$ cat src/verilog/aluOpsPkg.sv
package aluOpsPkg;

	// the whole datapath is one machine word wide
	localparam int dataWidth = 16;

	typedef logic [dataWidth-1:0] dataWord;

	// adder result with the carry out of the top bit in front
	typedef logic [dataWidth:0] sumWord;

	// operation select from the instruction decoder
	typedef enum logic [3:0] {
		opAdd       = 4'h0,
		// add with the latched carry
		opAdc       = 4'h1,
		opSub       = 4'h2,
		// subtract with the latched borrow
		opSbc       = 4'h3,
		opAnd       = 4'h4,
		opOr        = 4'h5,
		opXor       = 4'h6,
		// inverts A and ignores B
		opNot       = 4'h7,
		opShl       = 4'h8,
		opShr       = 4'h9,
		// rotates go around the word only, not through the carry
		opRol       = 4'ha,
		opRor       = 4'hb,
		opPassB     = 4'hc,
		opSwapBytes = 4'hd,
		opInc       = 4'he,
		opDec       = 4'hf
	} aluOp;

	// condition codes as seen by the branch logic
	typedef struct packed {
		logic zero;
		// carry out on add, borrow on subtract, shifted-out bit on shifts
		logic carry;
		logic sign;
		// set for an odd number of ones
		logic parity;
	} ccFlags;

endpackage

$ cat src/verilog/operandPkg.sv
package operandPkg;

	localparam int argWidth = 4;

	// one argument nibble of the instruction word
	typedef logic [argWidth-1:0] argField;

	// sources for the A side of the ALU
	typedef enum logic [1:0] {
		srcARegA = 2'b00,
		// argA nibble, zero-extended
		srcAArg  = 2'b01,
		// b5 on top of the argA nibble
		srcAImm5 = 2'b10,
		srcAZero = 2'b11
	} aluASrc;

	// sources for the B side of the ALU
	typedef enum logic [1:0] {
		srcBRegB = 2'b00,
		// argB nibble, zero-extended
		srcBArg  = 2'b01,
		// argA is the high nibble and argB the low one
		srcBImm8 = 2'b10,
		srcBOne  = 2'b11
	} aluBSrc;

endpackage

$ cat src/verilog/aluExecute.sv
`timescale 1ns/10ps

module aluExecute
	import aluOpsPkg::*;
(
	input  dataWord aluAData,
	input  dataWord aluBData,
	input  aluOp    aluOpSel,
	input  logic    carryIn,
	output dataWord aluResult,
	output ccFlags  nextFlags
);

	dataWord addB;
	logic    addCin;
	logic    addSub;
	sumWord  sum;
	logic    addCarry;
	logic    opCarry;

	// subtraction runs on the same adder as A plus the inverted B plus one
	always_comb begin
		addB   = aluBData;
		addCin = 1'b0;
		addSub = 1'b0;
		case (aluOpSel)
			opAdc: begin
				addCin = carryIn;
			end
			opSub: begin
				addB   = ~aluBData;
				addCin = 1'b1;
				addSub = 1'b1;
			end
			opSbc: begin
				// the latched carry is a borrow here, so it removes the plus one
				addB   = ~aluBData;
				addCin = ~carryIn;
				addSub = 1'b1;
			end
			opInc: begin
				addB   = '0;
				addCin = 1'b1;
			end
			opDec: begin
				addB   = ~dataWord'(1);
				addCin = 1'b1;
				addSub = 1'b1;
			end
			default: begin
				addB   = aluBData;
				addCin = 1'b0;
				addSub = 1'b0;
			end
		endcase
	end

	assign sum = {1'b0, aluAData} + {1'b0, addB} + sumWord'(addCin);

	// a missing carry out of a subtraction means A was below B plus the borrow
	assign addCarry = addSub ? ~sum[dataWidth] : sum[dataWidth];

	always_comb begin
		case (aluOpSel)
			opAdd, opAdc, opSub, opSbc, opInc, opDec: begin
				aluResult = sum[dataWidth-1:0];
			end
			opAnd: begin
				aluResult = aluAData & aluBData;
			end
			opOr: begin
				aluResult = aluAData | aluBData;
			end
			opXor: begin
				aluResult = aluAData ^ aluBData;
			end
			opNot: begin
				aluResult = ~aluAData;
			end
			opShl: begin
				aluResult = {aluAData[dataWidth-2:0], 1'b0};
			end
			opShr: begin
				aluResult = {1'b0, aluAData[dataWidth-1:1]};
			end
			opRol: begin
				aluResult = {aluAData[dataWidth-2:0], aluAData[dataWidth-1]};
			end
			opRor: begin
				aluResult = {aluAData[0], aluAData[dataWidth-1:1]};
			end
			opPassB: begin
				aluResult = aluBData;
			end
			opSwapBytes: begin
				aluResult = {aluAData[7:0], aluAData[15:8]};
			end
			default: begin
				aluResult = '0;
			end
		endcase
	end

	// shifts and rotates report the bit that falls off the word
	always_comb begin
		case (aluOpSel)
			opAdd, opAdc, opSub, opSbc, opInc, opDec: begin
				opCarry = addCarry;
			end
			opShl, opRol: begin
				opCarry = aluAData[dataWidth-1];
			end
			opShr, opRor: begin
				opCarry = aluAData[0];
			end
			default: begin
				opCarry = 1'b0;
			end
		endcase
	end

	assign nextFlags.zero   = (aluResult == '0);
	assign nextFlags.carry  = opCarry;
	assign nextFlags.sign   = aluResult[dataWidth-1];
	assign nextFlags.parity = ^aluResult;

endmodule

$ cat src/verilog/conditionCodes.sv
`timescale 1ns/10ps

module conditionCodes
	import aluOpsPkg::*;
(
	input  logic   clk,
	input  logic   arstN,
	input  logic   ccLoad,
	input  ccFlags nextFlags,
	output ccFlags flags
);

	// the decoder raises ccLoad only for instructions that update the flags,
	// so loads and moves leave the last comparison result in place
	always_ff @(posedge clk or negedge arstN) begin
		if (!arstN) begin
			flags <= '0;
		end else if (ccLoad) begin
			flags <= nextFlags;
		end
	end

endmodule

$ cat src/verilog/fullAlu.sv
`timescale 1ns/10ps

module fullAlu
	import aluOpsPkg::*;
	import operandPkg::*;
(
	input  logic    clk,
	input  logic    arstN,
	input  dataWord regADout,
	input  dataWord regBDout,
	input  aluOp    aluOpSel,
	input  aluASrc  aluASel,
	input  aluBSrc  aluBSel,
	input  argField argA,
	input  argField argB,
	input  logic    b5,
	input  logic    ccLoad,
	output dataWord aluResult,
	output ccFlags  flags,
	output dataWord aluAData,
	output dataWord aluBData
);

	ccFlags nextFlags;

	operandSelect i_operandSelect (
		.regADout (regADout),
		.regBDout (regBDout),
		.aluASel  (aluASel),
		.aluBSel  (aluBSel),
		.argA     (argA),
		.argB     (argB),
		.b5       (b5),
		.aluAData (aluAData),
		.aluBData (aluBData)
	);

	// the latched carry feeds back so adc and sbc can chain words
	aluExecute i_aluExecute (
		.aluAData  (aluAData),
		.aluBData  (aluBData),
		.aluOpSel  (aluOpSel),
		.carryIn   (flags.carry),
		.aluResult (aluResult),
		.nextFlags (nextFlags)
	);

	conditionCodes i_conditionCodes (
		.clk       (clk),
		.arstN     (arstN),
		.ccLoad    (ccLoad),
		.nextFlags (nextFlags),
		.flags     (flags)
	);

endmodule

$ cat src/verilog/operandSelect.sv
`timescale 1ns/10ps

module operandSelect
	import aluOpsPkg::*;
	import operandPkg::*;
(
	input  dataWord regADout,
	input  dataWord regBDout,
	input  aluASrc  aluASel,
	input  aluBSrc  aluBSel,
	input  argField argA,
	input  argField argB,
	input  logic    b5,
	output dataWord aluAData,
	output dataWord aluBData
);

	dataWord argAWord;
	dataWord imm5Word;
	dataWord argBWord;
	dataWord imm8Word;

	// immediates are always unsigned, the upper bits come in as zero
	assign argAWord = dataWord'(argA);
	assign imm5Word = dataWord'({b5, argA});
	assign argBWord = dataWord'(argB);
	// a byte immediate is spread over both argument fields
	assign imm8Word = dataWord'({argA, argB});

	always_comb begin
		case (aluASel)
			srcARegA: begin
				aluAData = regADout;
			end
			srcAArg: begin
				aluAData = argAWord;
			end
			srcAImm5: begin
				aluAData = imm5Word;
			end
			default: begin
				aluAData = '0;
			end
		endcase
	end

	always_comb begin
		case (aluBSel)
			srcBRegB: begin
				aluBData = regBDout;
			end
			srcBArg: begin
				aluBData = argBWord;
			end
			srcBImm8: begin
				aluBData = imm8Word;
			end
			default: begin
				// used by the decoder for increments through the B side
				aluBData = dataWord'(1);
			end
		endcase
	end

endmodule
$ cat config.mk
export PLATFORM = sky130hd
export DESIGN_NAME = fullAlu
export DESIGN_NICKNAME = d
export VERILOG_FILES = /design/src/verilog/aluOpsPkg.sv /design/src/verilog/operandPkg.sv /design/src/verilog/aluExecute.sv /design/src/verilog/conditionCodes.sv /design/src/verilog/fullAlu.sv /design/src/verilog/operandSelect.sv
export SDC_FILE = /design/constraint.sdc
export NUM_CORES = 1
export LEC_CHECK = 0
export BUFFER_PORTS_ARGS = -buffer_cell sky130_fd_sc_hd__clkbuf_2
export CORE_MARGIN = 2
export CORE_UTILIZATION = 38
export CTS_BUF_LIST = sky130_fd_sc_hd__clkbuf_8
export DETAILED_ROUTE_END_ITERATION = 10
export SETUP_SLACK_MARGIN = 0.5
export SYNTH_ARGS = -nofsm -noshare
export SYNTH_HDL_FRONTEND = slang
export SYNTH_SLANG_ARGS = --single-unit
$ cat constraint.sdc
create_clock -name clk -period 9.5 [get_ports clk]
set_input_delay 1.425 -clock clk [delete_from_list [all_inputs] [get_ports clk]]
set_output_delay 1.425 -clock clk [all_outputs]
set_load 0.03 [all_outputs]
Word level (Yosys, flattened, before mapping)
Cells that the tools add are included.

Add/subtract/negate cells: 2. Equality and inequality tests: 19. Muxes and demuxes: 8. Bitwise gates (word level): 7. Reductions and logical operators: 11.

Operators with widths (number): one-hot mux 16 bit (11 select lines) (1); one-hot mux 16 bit (3 select lines) (3); == test 4 bit, second input constant (8); inverter 16 bit (2); adder 16 x 16 -> 17 bit (1); adder 17 x 1 -> 17 bit (1); AND 16 bit (1); == test 4 x 3 -> 1 bit, second input constant (4); logical NOT 16 bit (1); bitwise OR 16 bit (1); parity 16 bit (1); bitwise XOR 16 bit (1); == test 4 x 2 -> 1 bit, second input constant (2); one-hot mux 1 bit (3 select lines) (2); OR reduction 2 bit (3); OR reduction 3 bit (2); OR reduction 6 bit (1); == test 2 x 1 -> 1 bit, second input constant (2); == test 2 bit, second input constant (2); == test 4 x 1 -> 1 bit, second input constant (1); logical NOT 2 bit (2); logical NOT 4 bit (1); 2-to-1 mux 1 bit (2); inverter 1 bit (2).

Flip-flop bits (word level): 4. Input port bits: 52. Output and inout port bits: 52. Word-level logic and storage cells: 51.

Depth between registers and ports, before layout
Gate-level depths: netlist of the first run.

Depth in word-level cells: 9. Depth in mapped cells: 21. Mapped depth without buffers: 20.

Hierarchy
From an unflattened synthesis of the first run, not the netlist that was laid out.

Cell total of the unflattened synthesis: 540. Area total of the unflattened synthesis: 3985.1 µm².

By module, submodules not included: aluExecute (instances 1, cells an instance 478, area each 3389.5 µm², sequential area each 0.0 µm²); operandSelect (instances 1, cells an instance 54, area each 450.4 µm², sequential area each 0.0 µm²); conditionCodes (instances 1, cells an instance 8, area each 145.1 µm², sequential area each 100.1 µm²).

Worst setup path after synthesis of the first run
No wires, ideal clock.

Path kind: input-to-output. Start point: input aluBSel[0]. End point: output aluResult[12]. Arrival time: 4.867 ns. Data required time: 8.075 ns. Slack: 3.208 ns. Cell stages on the path: 16. Buffers on the path: 1. Cells stage by stage: buf_2 > mux2_2 > o2bb2ai_2 > inv_1 > nor3b_1 > a21oi_1 > o22ai_1 > fa_1 > inv_1 > fa_1 > nand2b_1 > a211oi_2 > o311ai_4 > a21oi_1 > a41oi_1 > o211ai_1.

Longest elaborated chain between the ends: 7. Elaborated cells between the ends (all ways): 12. Classes of those cells: add/sub: 2; eq/ne: 2; mux: 3; bitwise: 4; reduce/logical: 1.

Ends and longest elaborated chain: start: declaration (RTL line fullAlu.sv:13) `input aluBSrc aluBSel,`; == test 2 bit (tied with other cells) (RTL line operandSelect.sv:48) `case (aluBSel)`; one-hot mux 16 bit (3 select lines) * (RTL line operandSelect.sv:48); net aluBData[0] (RTL line fullAlu.sv:21) `output dataWord aluBData`; inverter 16 bit (RTL line aluExecute.sv:31, aluExecute.sv:37); one-hot mux 16 bit (3 select lines) * (RTL line aluExecute.sv:26) `case (aluOpSel)`; adder 16 x 16 -> 17 bit * (RTL line aluExecute.sv:58) `assign sum = {1'b0, aluAData} + {1'b0, addB} + sumWord'(addCin);`; adder 17 x 1 -> 17 bit * (RTL line aluExecute.sv:58); one-hot mux 16 bit (11 select lines) * (RTL line aluExecute.sv:64) `case (aluOpSel)`; end: declaration (RTL line fullAlu.sv:18) `output dataWord aluResult,`.

Mark *: on every way through the listed nets, which the timed path passes. The rest lies on a longest branch.

Final worst setup path of the first run
Start point: input aluBSel[0]. End point: output aluResult[14].

Longest elaborated chain between the ends: 7. Elaborated cells between the ends (all ways): 12. Classes of those cells: add/sub: 2; eq/ne: 2; mux: 3; bitwise: 4; reduce/logical: 1.

Ends and longest elaborated chain (RTL line): == test 2 bit (tied with other cells) (operandSelect.sv:48); one-hot mux 16 bit (3 select lines) * (operandSelect.sv:48); inverter 16 bit (aluExecute.sv:31, aluExecute.sv:37); one-hot mux 16 bit (3 select lines) (aluExecute.sv:26); adder 16 x 16 -> 17 bit (aluExecute.sv:58); adder 17 x 1 -> 17 bit (aluExecute.sv:58); one-hot mux 16 bit (11 select lines) * (aluExecute.sv:64).

Every way passes the cells marked *; elsewhere a longest branch is shown, timed or not.

==> results of run 1 <==
-- where the power goes --
group / leakage, nW / switching [mW] / internal (mW)
Combinational: 2.06 / 0.217 / 0.123
Sequential: 0.0492 / 0.00214 / 0.0207
Clock: 0.0216 / 0.00823 / 0.0270
-- cell type report --
cell class,instances,area [sq um]
inverters,42,158
multi-input cells,421,3180
flip-flops and latches,4,100
repair buffers,105,531
well taps,129,161
fillers,988,5070
clock buffers,3,41.3
-- critical path, stage by stage --
cell and delay [ns]:
clkbuf_2 0.20, mux2_2 0.37, o2bb2ai_2 0.23, inv_1 0.12, nor3b_1 0.19, a21oi_1 0.06, o22ai_1 0.19, fa_1 0.29
inv_1 0.08, fa_1 0.42, nand2b_1 0.21, a211oi_2 0.34, o311ai_4 0.19, nor4_1 0.26, o21ai_1 0.12, o211ai_1 0.15
clkbuf_2 0.23
-- synth_stat cells (all sizes together) (3+ instances only) --
master / instances
ha: 55
nand2: 46
nor2: 43
inv: 42
o21ai: 35
a21oi: 33
a22oi: 32
buf: 20
o22ai: 19
mux2i: 14
clkbuf: 13
nand2b: 11
xnor2: 11
a211oi: 9
a21o: 9
nor3: 7
o221ai: 7
or2: 7
xor2: 6
a2111oi: 5
a211o: 4
a221oi: 4
a2bb2oi: 4
and2: 4
dfrtp: 4
nand3: 4
o211ai: 4
mux2: 3
nand4: 3
o2111ai: 3
o211a: 3
o21a: 3
-- cell usage in the layout, fill, tap and decap left out, types with 5 or more instances in the layout --
master / synthesis / final
a211oi_1: 6 / 6
a2111oi_2: 5 / 5
or2_2: 6 / 6
mux2i_1: 13 / 13
o22ai_1: 19 / 19
xor2_1: 6 / 6
o221ai_1: 7 / 7
inv_1: 42 / 42
a21oi_1: 32 / 32
nand2b_1: 10 / 10
a22oi_1: 30 / 30
o21ai_1: 5 / 5
clkbuf_2: 0 / 103
o21ai_0: 30 / 30
nor3_1: 6 / 6
xnor2_1: 11 / 11
ha_1: 55 / 55
nor2_1: 38 / 38
nand2_1: 44 / 44
a21o_1: 9 / 9
-- worst max path at each step --
stage	start	end
5_1_grt	aluBSel[0]	aluResult[10]
3_3_place_gp	aluBSel[0]	aluResult[14]
2_1_floorplan	aluBSel[0]	aluResult[12]
4_1_cts	aluBSel[0]	aluResult[14]
3_5_place_dp	aluBSel[0]	aluResult[14]
6_report	aluBSel[0]	aluResult[14]
-- cell families after synthesis --
| kind of cell | synth area share [%] |
|---|---|
| DFF | 2.75 |
| adders and majority gates | 20.0 |
| muxes | 5.13 |
| buffers and inverters | 9.81 |
| xor gates and xnor gates | 4.10 |
| AOI/OAI and AO/OA | 39.5 |
| and+or+nand+nor | 18.6 |
-- per-layer routing --
layer	routed length, um	GRT usage [%]	vias to the layer above
li1	-	-	2020
met2	6370	43.1	252
met1	6440	41.2	2070
met3	1340	2.00	24
met4	247	6.76	0
met5	0	0	-
-- metrics by stage --
stage | setup slack, ns | hold slack (ns) | util [%] | cell area [sq um]
after floorplan | 3.21 | 0.553 | - | 3630
after global placement | 3.10 | 0.497 | 44.7 | 4130
after detailed placement | 3.02 | 0.496 | 44.7 | 4130
after global routing | 2.69 | 0.521 | 45.1 | 4170
after CTS | 3.03 | 0.503 | 45.1 | 4170
final | 3.00 | 0.497 | 45.1 | 4170
==> results.sh, run 1 <==
export IMPL_worst_setup_path_start_kind="input pin"
export IMPL_hold_viol=0
export IMPL_reg_top3="i_conditionCodes.flags: 4 flops"
export IMPL_ys_seq_area_share_pct=2.75
export IMPL_die_w_um=102
export IMPL_skew_ns=0.00236
export IMPL_worstSetupPathType="in2out"
export IMPL_fmax_ghz=0.154
export IMPL_ant_nets=0
export IMPL_row_count=35
export IMPL_worst_pin_slew_ns=0.983
export IMPL_layout_min_cycle_time_ns=6.50
export IMPL_grt_pass1_vias=4043
export IMPL_initial_core_util_pct=39.3
export IMPL_synth_async_sr_flop_share_pct=100
export IMPL_final_setup_viol_count=0
export IMPL_largest_register_ffs=4
export IMPL_synth_area_leaders="ha_1 (19%), a22oi_1 (6.2%), nand2_1 (4.5%), a21oi_1 (4.4%), inv_1 (4.3%)"
export IMPL_synth_yosys_warnings=0
export IMPL_maxCapViolCount=0
export IMPL_post_cts_repair_setup_buffers=0
export IMPL_fin_nets=686
export IMPL_antenna_found_initial=0
export IMPL_h_tree_depth=1
export IMPL_grt_pass1_wl_mm=22.3
export IMPL_r2r_end="i_conditionCodes.flags[0]$_DFFE_PN0P_"
export IMPL_holdCritPathClass="reg2reg"
export IMPL_setup_tns_ns=0
export IMPL_synthesis_area_sq_mm=0.00363
export IMPL_hold_depth=1
export IMPL_grt_total_usage_pct=27.7
export IMPL_top_register="i_conditionCodes.flags"
export IMPL_routedWlPerCell_um=20.5
export IMPL_io_buffers=103
export IMPL_yosys_area_top_type="ha_1"
export IMPL_drtIter0Drc=424
export IMPL_syn_nets=609
export IMPL_syn_inst=500
export IMPL_grt_ovfl_total=0
export IMPL_avgSynthCellArea_sq_um=7.27
export IMPL_cts_tree="done"
export IMPL_ctsResizeCount=0
export IMPL_synth_edf_count=0
export IMPL_min_from="i_conditionCodes.flags[3]$_DFFE_PN0P_"
export IMPL_final_cells=704
export IMPL_cts_made_buffers=3
export IMPL_leakagePower_nw=2.13
export IMPL_critPathRequiredTime_ns=8.08
export IMPL_crit_path_end_kind="output port"
export IMPL_path_max_fanout=10
export IMPL_synth_seq_cells=4
export IMPL_reg2reg_from="i_conditionCodes.flags[2]$_DFFE_PN0P_"
export IMPL_clk_pin_slew_ns=0.03
export IMPL_place_inst=701
export IMPL_dieHeight_um=102
export IMPL_io_pins=104
export IMPL_synth_distinct_cells=70
export IMPL_gp_congestion=0.972
export IMPL_vias=4366
export IMPL_whs_endpoint="i_conditionCodes.flags[3]$_DFFE_PN0P_"
export IMPL_drive_gt1_share_pct=25.7
export IMPL_antennaDiodeCount=0
export IMPL_syn2layout_area_growth_pct=14.7
export IMPL_drv_slew=0
export IMPL_dpl_hpwl_mm=11.3
export IMPL_period_share_pct=68.5
export IMPL_relSlewSlack_pct=34.2
export IMPL_drc=0
export IMPL_vias_per_cell=6.20
export IMPL_rsz0062_at_grt="false"
export IMPL_vdd_drop_max_uv=91.3
export IMPL_finalPower_uw=398
export IMPL_cts_buffer_depth=2
export IMPL_crit_arrival_ns=5.08
export IMPL_powerDensity_mw_per_mm2=95.5
export IMPL_yosysTopAreaCellShare_pct=18.9
export IMPL_cts_sinks=4
export IMPL_core_sq_mm=0.00924
export IMPL_status="complete, no violations"
export IMPL_clkLatencyLatePin_ns=0.22
export IMPL_cts_root_buffer="clkbuf_8"
export IMPL_ctsHoldBuffers=0
export IMPL_grt_max_degree=31
export IMPL_reg2reg_slack_ns=5.40
export IMPL_wirelength_mm=14.4
export IMPL_r2r_cells=17
export IMPL_first_pass_iters=5
export IMPL_ys_flop_type="dfrtp_1"
export IMPL_dieArea_sq_mm=0.0104
No activity file was read; power rests on OpenSTA's default activity.
==> run 2, diff against run 1 <==
ABC_AREA = 1   (was not set)
clock period = 5.25 ns   (was 9.5 ns; I/O delays follow)
==> results.sh, run 2 <==
export IMPL_synth_edf_count=0
export IMPL_cts_tree="done"
export IMPL_core_sq_mm=0.00920
export IMPL_post_cts_repair_setup_buffers=0
export IMPL_slowest_delay_ns=0.43
export IMPL_skew_ns=0.000995
export IMPL_grt_total_usage_pct=27.1
export IMPL_antenna_found_initial=0
export IMPL_path_max_fanout=11
export IMPL_cts_made_buffers=3
export IMPL_io_buffers=103
export IMPL_yosys_area_top_type="ha_1"
export IMPL_cts_root_buffer="clkbuf_8"
export IMPL_yosysMostFrequentCell="nand2_1"
export IMPL_fin_area_sq_mm=0.00425
export IMPL_routedWlPerCell_um=16.7
export IMPL_io_pins=104
export IMPL_ctsHoldBuffers=0
export IMPL_layout_min_cycle_time_ns=4.54
export IMPL_syn_inst=627
export IMPL_drv_slew=0
export IMPL_grt_pass1_vias=4223
export IMPL_relSlewSlack_pct=50.9
export IMPL_drtIter0Drc=384
export IMPL_cts_buffer_depth=2
export IMPL_ys_seq_area_share_pct=2.79
export IMPL_drive_gt1_share_pct=23.7
export IMPL_first_pass_iters=5
export IMPL_setup_tns_ns=0
export IMPL_status="complete, no violations"
export IMPL_reg_top3="i_conditionCodes.flags: 4 flops"
export IMPL_final_cell_mix="nand2_1 (160), inv_1 (104), clkbuf_2 (101), nor2_1 (62), ha_1 (55)"
export IMPL_fin_ws_ns=0.705
export IMPL_final_common_cell="nand2_1"
export IMPL_place_inst=835
export IMPL_wirelength_mm=14.0
export IMPL_synth_distinct_cells=50
export IMPL_largest_register_ffs=4
export IMPL_rsz0062_at_grt="false"
export IMPL_cp_common_cell="nand2_1"
export IMPL_final_cells=838
export IMPL_period_share_pct=86.6
export IMPL_syn_nets=736
export IMPL_die_w_um=101
export IMPL_final_setup_viol_count=0
export IMPL_yosysTopAreaCellShare_pct=19.2
export IMPL_ys_flop_type="dfrtp_1"
export IMPL_worstSetupPathType="in2out"
export IMPL_top_register="i_conditionCodes.flags"
export IMPL_cts_sinks=4
export IMPL_vias_per_cell=5.34
export IMPL_fmax_ghz=0.220
export IMPL_h_tree_depth=1
export IMPL_row_count=35
export IMPL_path_buf_inv=8
export IMPL_maxCapViolCount=0
export IMPL_crit_path_end_kind="output port"
export IMPL_synth_async_sr_flop_share_pct=100
export IMPL_holdCritPathClass="in2async"
export IMPL_critPathRequiredTime_ns=4.46
export IMPL_grt_max_degree=17
export IMPL_path_cells="clkbuf_2 -> inv_1 -> nand2_1 -> nor2_2 -> inv_4 -> nand2_4 -> inv_2 -> nand2_1 -> o21ai_2 -> fa_2 -> inv_1 -> fa_1 -> inv_1 -> nand3_1 -> nand2_1 -> nand2_1 -> nand2_1 -> nand2_1 -> a21o_1 -> nand3_1 -> nand2_1 -> inv_1 -> clkbuf_2"
export IMPL_critical_path_cell_count=23
export IMPL_placed_area_sq_mm=0.00418
export IMPL_grt_ovfl_total=0
export IMPL_crit_family="simple AND/OR/NAND/NOR gates"
export IMPL_antennaDiodeCount=0
export IMPL_grt_pass1_wl_mm=21.7
export IMPL_synth_seq_cells=4
export IMPL_dieHeight_um=101
export IMPL_synthesis_area_sq_mm=0.00358
export IMPL_synth_yosys_warnings=0
export IMPL_pre_cts_ws_ns=0.290
export IMPL_synth_common_cells="nand2_1 (162), inv_1 (104), nor2_1 (63)"
export IMPL_leakagePower_nw=2.60
export IMPL_dieArea_sq_mm=0.0102
export IMPL_vdd_drop_max_uv=66.8
export IMPL_initial_core_util_pct=39.0
export IMPL_avgSynthCellArea_sq_um=5.72
export IMPL_worst_setup_path_start_kind="input pin"
export IMPL_worst_pin_slew_ns=0.736
export IMPL_r2r_cells=20
export IMPL_clk_pin_slew_ns=0.03
export IMPL_drc=0
export IMPL_critPathSlowestCell="fa_1"
export IMPL_clkLatencyLatePin_ns=0.21
export IMPL_syn2layout_area_growth_pct=18.6
export IMPL_synth_area_leaders="ha_1 (19%), nand2_1 (17%), inv_1 (11%), nor2_1 (6.6%), a21oi_1 (5.7%)"
export IMPL_hold_viol=0
export IMPL_crit_arrival_ns=3.76
export IMPL_dpl_hpwl_mm=11.2
export IMPL_fill_cells=1042
export IMPL_fin_nets=838
export IMPL_gp_congestion=1.01
export IMPL_vias=4473
export IMPL_powerDensity_mw_per_mm2=152
export IMPL_ant_nets=0
## run 2: cells by family (layout without fill, tap and decap cells)
logic type | count (synthesis) | in the layout | share of synthesized area [%]
AOI/OAI and AO/OA | 129 | 129 | 21.8
xor gates and xnor gates | 10 | 10 | 2.44
adders and majority gates | 57 | 57 | 20.3
buffers and inverters | 134 | 234 | 15.7
DFF | 4 | 4 | 2.79
and+or+nand+nor | 293 | 293 | 36.9
## run 2: layout make-up
cell class,instances,area (sq um),share of cell area [%]
multi-input combinational,489,2940,69.2
timing repair buffer,110,571,13.4
inverter,121,457,10.7
tap,111,139,3.27
sequential,4,100,2.36
clock buffer,3,41.3,0.971
## run 2: report_power, final
part	switching, mW	internal [mW]
clock network	0.0148	0.0488
registers	0.00404	0.0375
logic	0.358	0.182
total	0.376	0.268
## run 2: metal layers
| layer | part of all wire (%) | global-route usage [%] |
|---|---|---|
| met5 | 0 | 0 |
| met1 | 46 | 38.3 |
| met3 | 6.9 | 2.22 |
| met2 | 46 | 45.3 |
| met4 | 1.4 | 4.99 |
## run 2: timing repair
| action | CTS | global route |
|---|---|---|
| hold endpoints to repair | 0 | 0 |
| gates resized for setup | 1 | 12 |
| pin swaps | 0 | 1 |
| setup endpoints to repair | 5 | 12 |
## run 2: worst paths after layout
kind	from	to	slack, ns
max reg2reg	i_conditionCodes.flags[2]$_DFFE_PN0P_	i_conditionCodes.flags[0]$_DFFE_PN0P_	1.78
max	aluOpSel[2]	aluResult[10]	0.71
max in group asynchronous	arstN	i_conditionCodes.flags[0]$_DFFE_PN0P_	4.75
min	arstN	i_conditionCodes.flags[2]$_DFFE_PN0P_	0.37
min in group clk	i_conditionCodes.flags[1]$_DFFE_PN0P_	i_conditionCodes.flags[1]$_DFFE_PN0P_	0.47
min reg2reg	i_conditionCodes.flags[1]$_DFFE_PN0P_	i_conditionCodes.flags[1]$_DFFE_PN0P_	0.47
## run 2: worst reg2reg max path, delay by kind of cell (launching register included)
family                     cells  cell delay, ns
AOI/OAI and AO/OA              2            0.34
xor gates and xnor gates       3            0.58
adders and majority gates      3            0.94
buffers and inverters          3            0.21
DFF                            1            0.43
and+or+nand+nor                9            0.86
## run 2: stage by stage
| step | power [mW] | util (%) | hold slack, ns |
|---|---|---|---|
| after floorplan | 0.421 | - | 0.492 |
| after global placement | 0.567 | 45.5 | 0.464 |
| after detailed placement | 0.571 | 45.5 | 0.466 |
| after CTS | 0.638 | 45.9 | 0.374 |
| after global routing | 0.703 | 46.2 | 0.379 |
| final | 0.644 | 46.2 | 0.375 |
==> run 3, diff against run 2 <==
CORE_ASPECT_RATIO = 1.1   (was not set)
SKIP_LAST_GASP = 1   (was not set)
clock period = 4.3 ns   (was 5.25 ns; I/O delays follow)
==> results.sh, run 3 (synthesis results as in run 2) <==
export IMPL_startpoint="aluBSel[0]"
export IMPL_place_inst=869
export IMPL_row_count=37
export IMPL_slowest_delay_ns=0.39
export IMPL_antennaDiodeCount=0
export IMPL_drtIter0Drc=417
export IMPL_fin_nets=895
export IMPL_ant_nets=0
export IMPL_path_cells="clkbuf_2 -> inv_2 -> nand2_2 -> nand2_2 -> inv_1 -> buf_4 -> a22oi_2 -> inv_2 -> a21oi_2 -> o21ai_1 -> ha_1 -> nand2_2 -> nor2_1 -> nand3_1 -> nand2_2 -> nand2_2 -> nand3_1 -> nand3_2 -> nand2_2 -> clkbuf_8"
export IMPL_cts_sinks=4
export IMPL_path_max_fanout=4
export IMPL_final_setup_viol_count=0
export IMPL_final_cell_mix="nand2_1 (129), inv_1 (93), clkbuf_2 (91), buf_4 (59), nor2_1 (57)"
export IMPL_gp_congestion=1.00
export IMPL_status="complete, no violations"
export IMPL_layout_min_cycle_time_ns=3.78
export IMPL_grt_pass1_wl_mm=23.9
export IMPL_placed_area_sq_mm=0.00442
export IMPL_cts_made_buffers=3
export IMPL_cp_endpoint="aluResult[15]"
export IMPL_vias=4858
export IMPL_dieArea_sq_mm=0.0102
export IMPL_setup_tns_ns=0
export IMPL_worst_pin_slew_ns=0.623
export IMPL_initial_core_util_pct=38.7
export IMPL_r2r_cells=20
export IMPL_skew_ns=0.000135
export IMPL_r2r_end="i_conditionCodes.flags[0]$_DFFE_PN0P_"
export IMPL_first_pass_iters=5
export IMPL_critPathSlowestCell="ha_1"
export IMPL_dieHeight_um=106
export IMPL_dpl_hpwl_mm=12.5
export IMPL_final_common_cell="nand2_1"
export IMPL_drc=0
export IMPL_h_tree_depth=1
export IMPL_reg_top3="i_conditionCodes.flags: 4 flops"
export IMPL_relSlewSlack_pct=58.3
export IMPL_utilization_pct=56.4
export IMPL_reg2reg_from="i_conditionCodes.flags[2]$_DFFE_PN0P_"
export IMPL_die_w_um=96.6
export IMPL_largest_register_ffs=4
export IMPL_hold_viol=0
export IMPL_reg2reg_slack_ns=1.17
export IMPL_syn2layout_area_growth_pct=45.7
export IMPL_vias_per_cell=5.39
export IMPL_worst_setup_path_start_kind="input pin"
export IMPL_finalPower_mw=1.04
export IMPL_drv_slew=0
export IMPL_fmax_ghz=0.265
export IMPL_powerDensity_mw_per_mm2=200
export IMPL_fill_cells=942
export IMPL_period_share_pct=87.8
export IMPL_grt_max_degree=17
export IMPL_antenna_found_initial=0
export IMPL_grt_ovfl_total=0
export IMPL_fin_area_sq_mm=0.00522
export IMPL_drive_gt1_share_pct=41.7
export IMPL_clk_pin_slew_ns=0.03
export IMPL_core_sq_mm=0.00926
export IMPL_cp_common_cell="nand2_2"
export IMPL_clkLatencyLatePin_ns=0.22
export IMPL_maxCapViolCount=0
export IMPL_io_buffers=103
export IMPL_worstSetupPathType="in2out"
export IMPL_top_register="i_conditionCodes.flags"
export IMPL_grt_total_usage_pct=29.1
export IMPL_cts_root_buffer="clkbuf_8"
export IMPL_crit_path_end_kind="output port"
export IMPL_holdCritPathClass="in2async"
export IMPL_ctsHoldBuffers=0
export IMPL_io_pins=104
export IMPL_vdd_drop_max_uv=187
export IMPL_grt_pass1_vias=4550
export IMPL_routedWlPerCell_um=17.7
export IMPL_cts_tree="done"
export IMPL_critPathRequiredTime_ns=3.65
export IMPL_cts_buffer_depth=2
export IMPL_final_cells=901
export IMPL_crit_arrival_ns=3.13
export IMPL_leakagePower_nw=3.00
export IMPL_rsz0062_at_grt="true"
export IMPL_wirelength_mm=15.9
==> run 3: worst min-delay path by stage <==
stage,end,startpoint
after floorplan,i_conditionCodes.flags[0]$_DFFE_PN0P_,arstN
after global placement,i_conditionCodes.flags[3]$_DFFE_PN0P_,arstN
after detailed placement,i_conditionCodes.flags[1]$_DFFE_PN0P_,i_conditionCodes.flags[1]$_DFFE_PN0P_
after CTS,i_conditionCodes.flags[1]$_DFFE_PN0P_,arstN
after global routing,i_conditionCodes.flags[3]$_DFFE_PN0P_,arstN
final,i_conditionCodes.flags[1]$_DFFE_PN0P_,arstN
==> run 3: metrics by stage <==
stage	setup WS [ns]	hold slack (ns)
finish	0.524	0.233
global route	0.442	0.241
CTS	0.505	0.234
detailed placement	0.0716	0.464
global placement	0.191	0.461
floorplan	0.317	0.349
==> run 3: critical path, delay by kind of cell <==
family                     cells  cell delay (ns)
and+or+nand+nor               10             1.06
buffers and inverters          6             0.63
AOI/OAI and AO/OA              3             0.40
adders and majority gates      1             0.39
==> run 3: repair_timing <==
action / in CTS / in global routing
gates resized for setup: 36 / 131
pin swaps: 10 / 56
endpoints found under the setup margin: 10 / 15
buffers inserted: 8 / 21
==> run 3: cell type report <==
class / count / area, sq um / area share (%)
Clock buffer: 3 / 41.3 / 0.791
Inverter: 121 / 462 / 8.84
Multi-Input combinational cell: 489 / 3380 / 64.7
Sequential cell: 4 / 100 / 1.92
Tap cell: 117 / 146 / 2.80
Timing Repair Buffer: 167 / 1100 / 21.0
==> run 3: power breakdown <==
part           total [mW]  switching, mW  internal [mW]  leakage, nW
Combinational       0.909          0.530          0.379         2.92
Clock              0.0844         0.0242         0.0601       0.0216
Sequential         0.0505        0.00473         0.0457       0.0527
==> run 3: metal layers <==
| layer | global-route usage (%) | part of all wire, % | vias up |
|---|---|---|---|
| li1 | - | - | 2329 |
| met1 | 37.6 | 41 | 2273 |
| met2 | 50.0 | 49 | 224 |
| met3 | 3.98 | 7.4 | 32 |
| met4 | 8.95 | 2.8 | 0 |
| met5 | 0 | 0 | - |
